`src/design/entropy_src_pkg.sv`:
```
// Shared definitions for the entropy source core
//   - noise bus and repetition counter widths
//   - default repetition-count threshold
//   - command opcode and main state encodings

package entropy_src_pkg;

  ////////////////////////////////////////////////////////////
  // Widths and defaults
  ////////////////////////////////////////////////////////////

  // Noise bus, one health test lane per bit
  parameter int RngBusWidth = 4;

  // Repetition counters and threshold register
  parameter int RepCntWidth = 8;

  // Threshold loaded at reset
  parameter logic [RepCntWidth-1:0] DefaultRepThresh = RepCntWidth'(8);

  ////////////////////////////////////////////////////////////
  // Encodings
  ////////////////////////////////////////////////////////////

  // Command opcodes, sampled with cmd_valid_i
  typedef enum logic [2:0] {
    CMD_NOP         = 3'd0,
    CMD_ENABLE      = 3'd1,
    CMD_DISABLE     = 3'd2,
    CMD_SET_THRESH  = 3'd3,
    CMD_CLEAR_ALERT = 3'd4
  } es_cmd_e;

  // Main FSM states
  // the unused fourth code falls back to disabled
  typedef enum logic [1:0] {
    MAIN_DISABLED = 2'b00,
    MAIN_RUN      = 2'b01,
    MAIN_ALERT    = 2'b10
  } es_main_state_e;

endpackage

```
`src/design/entropy_src_cmd_decode.sv`:
```
// Command decoder for the entropy source core
//   - main FSM (disabled, run, alert)
//   - repetition-count threshold register
//   - clear pulse on every entry into run

`timescale 1ns/1ps

module entropy_src_cmd_decode
  import entropy_src_pkg::*;
(
  input  logic                   clk_i,
  input  logic                   rst_n_i,
  input  logic                   cmd_valid_i,
  input  es_cmd_e                cmd_op_i,
  input  logic [RepCntWidth-1:0] cmd_data_i,
  input  logic                   fail_i,
  output logic                   run_o,
  output logic                   clear_o,
  output logic [RepCntWidth-1:0] rep_thresh_o,
  output logic                   es_enabled_o,
  output logic                   health_test_failed_o
);

  es_main_state_e state_q;
  es_main_state_e state_d;
  logic           cmd_enable;
  logic           cmd_disable;
  logic           cmd_clear_alert;
  logic           cmd_set_thresh;

  assign cmd_enable      = cmd_valid_i && (cmd_op_i == CMD_ENABLE);
  assign cmd_disable     = cmd_valid_i && (cmd_op_i == CMD_DISABLE);
  assign cmd_clear_alert = cmd_valid_i && (cmd_op_i == CMD_CLEAR_ALERT);
  assign cmd_set_thresh  = cmd_valid_i && (cmd_op_i == CMD_SET_THRESH);

  ////////////////////////////////////////////////////////////
  // Main FSM
  ////////////////////////////////////////////////////////////

  always_comb begin
    state_d = state_q;
    case (state_q)
      MAIN_DISABLED: begin
        if (cmd_enable) begin
          state_d = MAIN_RUN;
        end
      end
      MAIN_RUN: begin
        // Disable wins over a failure in the same cycle
        if (cmd_disable) begin
          state_d = MAIN_DISABLED;
        end else if (fail_i) begin
          state_d = MAIN_ALERT;
        end
      end
      MAIN_ALERT: begin
        if (cmd_disable) begin
          state_d = MAIN_DISABLED;
        end else if (cmd_clear_alert) begin
          state_d = MAIN_RUN;
        end
      end
      default: begin
        state_d = MAIN_DISABLED;
      end
    endcase
  end

  always_ff @(posedge clk_i or negedge rst_n_i) begin
    if (!rst_n_i) begin
      state_q      <= MAIN_DISABLED;
      clear_o      <= 1'b0;
      rep_thresh_o <= DefaultRepThresh;
    end else begin
      state_q <= state_d;
      clear_o <= (state_d == MAIN_RUN) && (state_q != MAIN_RUN);
      if (cmd_set_thresh) begin
        rep_thresh_o <= cmd_data_i;
      end
    end
  end

  // Status decoded straight from the state register
  assign run_o                = (state_q == MAIN_RUN);
  assign es_enabled_o         = (state_q != MAIN_DISABLED);
  assign health_test_failed_o = (state_q == MAIN_ALERT);

endmodule

```
`src/design/entropy_src_repcnt_ht.sv`:
```
// Repetition-count health test
//   - one counter and previous bit per noise lane
//   - registered forwarding of healthy symbols
//   - fail pulse instead of the symbol when a lane hits the threshold

`timescale 1ns/1ps

module entropy_src_repcnt_ht
  import entropy_src_pkg::*;
(
  input  logic                   clk_i,
  input  logic                   rst_n_i,
  input  logic                   run_i,
  input  logic                   clear_i,
  input  logic [RepCntWidth-1:0] rep_thresh_i,
  input  logic                   rng_valid_i,
  input  logic [RngBusWidth-1:0] rng_data_i,
  output logic                   fail_o,
  output logic                   sym_valid_o,
  output logic [RngBusWidth-1:0] sym_o
);

  logic                   accept;
  logic                   first_q;
  logic                   first;
  logic                   pend_q;
  logic [RngBusWidth-1:0] prev_bit_q;
  logic [RngBusWidth-1:0] lane_hit;
  logic                   any_hit;

  // Noise is only taken while running
  assign accept = run_i && rng_valid_i;

  // Counters restart on the first symbol after a clear
  assign first = first_q || clear_i;

  always_ff @(posedge clk_i or negedge rst_n_i) begin
    if (!rst_n_i) begin
      first_q <= 1'b1;
      pend_q  <= 1'b0;
    end else begin
      pend_q <= accept;
      if (accept) begin
        first_q <= 1'b0;
      end else if (clear_i) begin
        first_q <= 1'b1;
      end
    end
  end

  // Last accepted symbol, also the one waiting to be forwarded
  always_ff @(posedge clk_i) begin
    if (accept) begin
      prev_bit_q <= rng_data_i;
    end
  end

  ////////////////////////////////////////////////////////////
  // Per-lane repetition counters
  ////////////////////////////////////////////////////////////

  for (genvar i = 0; i < RngBusWidth; i++) begin : gen_lanes
    logic [RepCntWidth-1:0] cnt_q;

    always_ff @(posedge clk_i or negedge rst_n_i) begin
      if (!rst_n_i) begin
        cnt_q <= '0;
      end else if (accept) begin
        if (first || (rng_data_i[i] != prev_bit_q[i])) begin
          cnt_q <= RepCntWidth'(1);
        end else if (cnt_q != '1) begin
          // Saturate on long runs
          cnt_q <= cnt_q + 1'b1;
        end
      end
    end

    assign lane_hit[i] = (cnt_q >= rep_thresh_i);
  end

  assign any_hit = |lane_hit;

  // Second stage forwards the symbol or pulses fail one cycle after the counters
  always_ff @(posedge clk_i or negedge rst_n_i) begin
    if (!rst_n_i) begin
      fail_o      <= 1'b0;
      sym_valid_o <= 1'b0;
    end else begin
      fail_o      <= pend_q && run_i && any_hit;
      sym_valid_o <= pend_q && run_i && !any_hit;
    end
  end

  always_ff @(posedge clk_i) begin
    if (pend_q) begin
      sym_o <= prev_bit_q;
    end
  end

endmodule

```
`src/design/entropy_src_packer.sv`:
```
// Entropy word packer
//   - shifts healthy symbols in, first symbol ends in the low nibble
//   - one-cycle strobe when a full word is collected

`timescale 1ns/1ps

module entropy_src_packer
  import entropy_src_pkg::*;
#(
  parameter int EntropyWidth = 32
) (
  input  logic                    clk_i,
  input  logic                    rst_n_i,
  input  logic                    clear_i,
  input  logic                    sym_valid_i,
  input  logic [RngBusWidth-1:0]  sym_i,
  output logic                    entropy_valid_o,
  output logic [EntropyWidth-1:0] entropy_o
);

  localparam int NumSyms     = EntropyWidth / RngBusWidth;
  localparam int SymCntWidth = (NumSyms > 1) ? $clog2(NumSyms) : 1;

  logic [SymCntWidth-1:0]  sym_cnt_q;
  logic                    last_sym;
  logic [EntropyWidth-1:0] word_q;

  assign last_sym = (sym_cnt_q == SymCntWidth'(NumSyms - 1));

  // Symbol count and word strobe
  always_ff @(posedge clk_i or negedge rst_n_i) begin
    if (!rst_n_i) begin
      sym_cnt_q       <= '0;
      entropy_valid_o <= 1'b0;
    end else begin
      entropy_valid_o <= 1'b0;
      if (clear_i) begin
        sym_cnt_q <= '0;
      end else if (sym_valid_i) begin
        if (last_sym) begin
          sym_cnt_q       <= '0;
          entropy_valid_o <= 1'b1;
        end else begin
          sym_cnt_q <= sym_cnt_q + 1'b1;
        end
      end
    end
  end

  // New symbols enter at the top and move down
  always_ff @(posedge clk_i) begin
    if (sym_valid_i && !clear_i) begin
      word_q <= (word_q >> RngBusWidth) |
                (EntropyWidth'(sym_i) << (EntropyWidth - RngBusWidth));
    end
  end

  // Word is complete and stable while the strobe is high
  assign entropy_o = word_q;

endmodule

```
`src/design/entropy_src.sv`:
```
// Entropy source core top level
//   - command decoder and main FSM
//   - repetition-count health test
//   - entropy word packer

`timescale 1ns/1ps

module entropy_src
  import entropy_src_pkg::*;
#(
  parameter int EntropyWidth = 32
) (
  input  logic                    clk_i,
  input  logic                    rst_n_i,
  input  logic                    cmd_valid_i,
  input  es_cmd_e                 cmd_op_i,
  input  logic [RepCntWidth-1:0]  cmd_data_i,
  input  logic                    rng_valid_i,
  input  logic [RngBusWidth-1:0]  rng_data_i,
  output logic                    entropy_valid_o,
  output logic [EntropyWidth-1:0] entropy_o,
  output logic                    es_enabled_o,
  output logic                    health_test_failed_o
);

  logic                   run;
  logic                   clear;
  logic                   fail;
  logic [RepCntWidth-1:0] rep_thresh;
  logic                   sym_valid;
  logic [RngBusWidth-1:0] sym;

  entropy_src_cmd_decode u_cmd_decode (
    .clk_i               (clk_i),
    .rst_n_i             (rst_n_i),
    .cmd_valid_i         (cmd_valid_i),
    .cmd_op_i            (cmd_op_i),
    .cmd_data_i          (cmd_data_i),
    .fail_i              (fail),
    .run_o               (run),
    .clear_o             (clear),
    .rep_thresh_o        (rep_thresh),
    .es_enabled_o        (es_enabled_o),
    .health_test_failed_o(health_test_failed_o)
  );

  entropy_src_repcnt_ht u_repcnt_ht (
    .clk_i       (clk_i),
    .rst_n_i     (rst_n_i),
    .run_i       (run),
    .clear_i     (clear),
    .rep_thresh_i(rep_thresh),
    .rng_valid_i (rng_valid_i),
    .rng_data_i  (rng_data_i),
    .fail_o      (fail),
    .sym_valid_o (sym_valid),
    .sym_o       (sym)
  );

  entropy_src_packer #(
    .EntropyWidth(EntropyWidth)
  ) u_packer (
    .clk_i          (clk_i),
    .rst_n_i        (rst_n_i),
    .clear_i        (clear),
    .sym_valid_i    (sym_valid),
    .sym_i          (sym),
    .entropy_valid_o(entropy_valid_o),
    .entropy_o      (entropy_o)
  );

endmodule

```
`config.mk`:
```
export PLATFORM = sky130hd
export DESIGN_NAME = entropy_src
export DESIGN_NICKNAME = d
export VERILOG_FILES = /design/src/design/entropy_src_pkg.sv /design/src/design/entropy_src_cmd_decode.sv /design/src/design/entropy_src_repcnt_ht.sv /design/src/design/entropy_src_packer.sv /design/src/design/entropy_src.sv
export SDC_FILE = /design/constraint.sdc
export NUM_CORES = 1
export LEC_CHECK = 0
export BUFFER_PORTS_ARGS = -buffer_cell sky130_fd_sc_hd__clkbuf_2
export CAP_MARGIN = 20
export CORE_ASPECT_RATIO = 1.2
export CORE_MARGIN = 1.5
export CORE_UTILIZATION = 36
export DETAILED_ROUTE_END_ITERATION = 16
export GPL_TIMING_DRIVEN = 0
export PLACE_DENSITY_LB_ADDON = 0.3
export SLEW_MARGIN = 20
export SYNTH_ARGS = -nofsm -noshare
export SYNTH_HDL_FRONTEND = slang
export SYNTH_SLANG_ARGS = --single-unit
```
`constraint.sdc`:
```
create_clock -name clk_i -period 2.3 [get_ports clk_i]
set_input_delay 0.115 -clock clk_i [delete_from_list [all_inputs] [get_ports clk_i]]
set_output_delay 0.115 -clock clk_i [all_outputs]
set_load 0.005 [all_outputs]
```
==> out/qor.yml <==
ys_seq_area_frac: 0.559
fin_setup_tns_ps: 0
synthAdderAreaFrac: 0.107
syn_area_sq_um: 4440
muxShareOfSynthArea: 0.0271
die_h_um: 125
syn_area_per_cell_sq_um: 11.8
rsz0062_at_grt: "no"
post-route-period-util: 0.898
yosys.area_share.simple: 0.150
maxCapViolations: 0
path_max_fanout: 10
start_util: 0.368
yosys.area.top_type: "dfrtp_1"
synthTopCellsByCount: "dfrtp_1 (49), edfxtp_1 (40), ha_1 (38), o21ai_0 (33), nor2_1 (29)"
drtAntennaViolNets: 0
die-area_sq_um: 13000
register_area_sq_um: 2480
drv_slew: 0
endpoint_kind: "flop"
grt_max_degree: 52
nNetsFinal: 504
vias: 3166
hold_start: "cmd_data_i[7]"
vias_per_cell: 5.16
finClkSkew_ps: 7.95
cp.arrival_ps: 2310
grt-ovfl-total: 0
synthTopCellsByArea: "dfrtp_1 (28%), edfxtp_1 (27%), ha_1 (11%)"
wirelength_um: 8910
area_growth_syn_to_layout_pct: 19.3
antenna_found_initial: 0
clk_latency_ps: 340
worstPathCellList: "nor2_2 > nand2_1 > o31ai_4 > o21ai_0 > o31ai_1"
fmax_mhz: 484
powerDensity_nw_per_um2: 895
drive_gt1_frac: 0.199
yosys_warnings: 0
drc: 0
timing.rr.start: "u_cmd_decode.clear_o$_DFF_PN0_"
grtUsageTotal: 0.142
vdd_drop_max_mv: 0.401
gp_congestion: 0.840
final_core_util: 0.439
syn-num-nets: 433
ys.flop_type: "dfrtp_1"
multi_input_area_sq_um: 1900
cts_buffer_depth: 2
hp-class: "input port to flop"
root_buffer: "clkbuf_16"
htreeDepth: 3
synth_seq_cells: 91
synth_xor_area_frac: 0.0178
p_leak_nw: 2.29
num-fill-cells: 1113
wl_per_cell_um: 14.5
synthCells: 376
required_ps: 2550
ys_types: 51
synth_edf_count: 40
slew_headroom: 0.429
n_antenna_cell: 0
synth_most_common_cell: "dfrtp_1"
synth_top_family_by_area: "simple AND/OR/NAND/NOR gates"
coreArea_sq_um: 12100
numCtsBuffers: 9
worst_slew_pin_slew_ps: 850
async_flop_share: 0.560
clkSinkCount: 91
startpoint_type: "flop"
dr.pass1.iters: 4
synth-compound-area-share: 0.124
io_buffers: 53
crit_start: "u_cmd_decode.clear_o$_DFF_PN0_"
setup_violations: 0
ios: 54
layout_min_cycle_time_ps: 2070
fp.dieW_um: 104
synth_top_area_share: 0.276
rows: 44
cts_tree: "done"
status: "complete, no violations"
hold_viol: 0
grt_pass1_wl_um: 14800
cp_slowest_cell: "dfrtp_1"
cts-resized-gates: 0
drtIter0Drc: 100
critPathKind: "flop to flop"
max_stage_delay_ps: 480
hpwlAfterDp_um: 6400
path_clk_slew_ps: 70
first_global_vias: 3061
[critical path: cells and delay by family (launching register included)]
kind               cells  cell delay [ps]
AOI/OAI and AO/OA      3              670
DFF                    1              480
and+or+nand+nor        2              810
[stage by stage]
| stage | power (mW) | worst slack (ps) | instances | cell area, sq um | hold slack (ps) |
|---|---|---|---|---|---|
| detailed placement | 3.31 | 309 | 591 | 4930 | 256 |
| finish | 4.74 | 235 | 613 | 5300 | 8.71 |
| global placement | 3.25 | 260 | 590 | 4910 | 326 |
| CTS | 4.80 | 303 | 613 | 5300 | 1.84 |
| floorplan | 2.90 | 570 | 376 | 4440 | -181 |
| global route | 5.05 | 75.0 | 613 | 5300 | 6.36 |
[registers in the layout, summed over array words and instances (netlist names), 2 cells and up]
name and cells:
u_cmd_decode.state_q 2, u_packer.entropy_o 32, u_repcnt_ht.sym_o 4, u_repcnt_ht.prev_bit_q 4, u_cmd_decode.rep_thresh_o 8, u_packer.sym_cnt_q 3
u_repcnt_ht.gen_lanes.cnt_q 32
[layer usage]
metal,track usage,vias up,routed length [um]
met5,0,-,0
met4,0.0580,0,118
met1,0.171,1542,3950
met2,0.244,56,4560
met3,0.0309,11,277
li1,-,1557,-
[report_power, final]
group	internal (mW)	switching, mW
clock network	0.772	0.686
logic	0.422	0.669
registers	1.98	0.213
[final timing paths]
check	end	slack [ps]	cells after the start
setup / recovery	u_repcnt_ht.gen_lanes[2].cnt_q[6]$_DFFE_PN0P_	230	5
hold / removal	u_cmd_decode.rep_thresh_o[7]$_DFFE_PN0P_	9	2
setup reg to reg	u_repcnt_ht.gen_lanes[2].cnt_q[6]$_DFFE_PN0P_	230	5
hold reg to reg	u_packer.entropy_o[28]$_DFFE_PP_	420	0
max in group asynchronous	u_repcnt_ht.gen_lanes[2].cnt_q[7]$_DFFE_PN0P_	1430	2
min in group asynchronous	u_repcnt_ht.gen_lanes[0].cnt_q[1]$_DFFE_PN0P_	390	2
[cell type report]
type | instances | share of cell area
Clock inverter | 7 | 0.0144
Tap cell | 161 | 0.0380
Sequential cell | 91 | 0.468
Buffer | 2 | 0.00213
Clock buffer | 9 | 0.0425
Timing Repair Buffer | 60 | 0.0657
Inverter | 15 | 0.0106
Multi-Input combinational cell | 268 | 0.358
[placed cells by master (no fill, tap or decap), types with 2 or more instances in the layout]
cell / count
clkinv_4: 2
or4_1: 2
and3_4: 2
and2_1: 3
nand3_1: 15
a31oi_1: 10
o41ai_1: 3
inv_1: 15
nand2b_1: 9
o21ai_0: 33
nor3_1: 8
nand3b_1: 3
o31ai_1: 6
clkbuf_16: 9
xnor2_1: 8
o31ai_4: 2
o2111ai_1: 2
and3_1: 6
a21oi_1: 7
nand2_1: 26
a22oi_1: 3
inv_8: 3
dfrtp_1: 49
nor2b_1: 8
mux2_2: 8
a211oi_1: 2
ha_1: 38
dfstp_2: 2
nor2_1: 29
clkbuf_2: 52
nor4_1: 3
dlygate4sd3_1: 6
nand4_1: 8
mux2i_1: 3
edfxtp_1: 40
a211o_1: 2
[timing repair]
| item | CTS | global route |
|---|---|---|
| setup buffers | 0 | 0 |
| hold endpoints to repair | 54 | 0 |
| hold buffers | 6 | 0 |
| endpoints found under the setup margin | 0 | 0 |
[cell families after synthesis]
| group | Yosys count |
|---|---|
| buffers and inverters | 17 |
| adder cells (fa/ha/maj) | 38 |
| flip-flops | 91 |
| multiplexers | 11 |
| XOR/XNOR | 9 |
| AO/OA/AOI/OAI | 81 |
| AND/OR/NAND/NOR | 129 |
(Power assumes the default switching activity.)
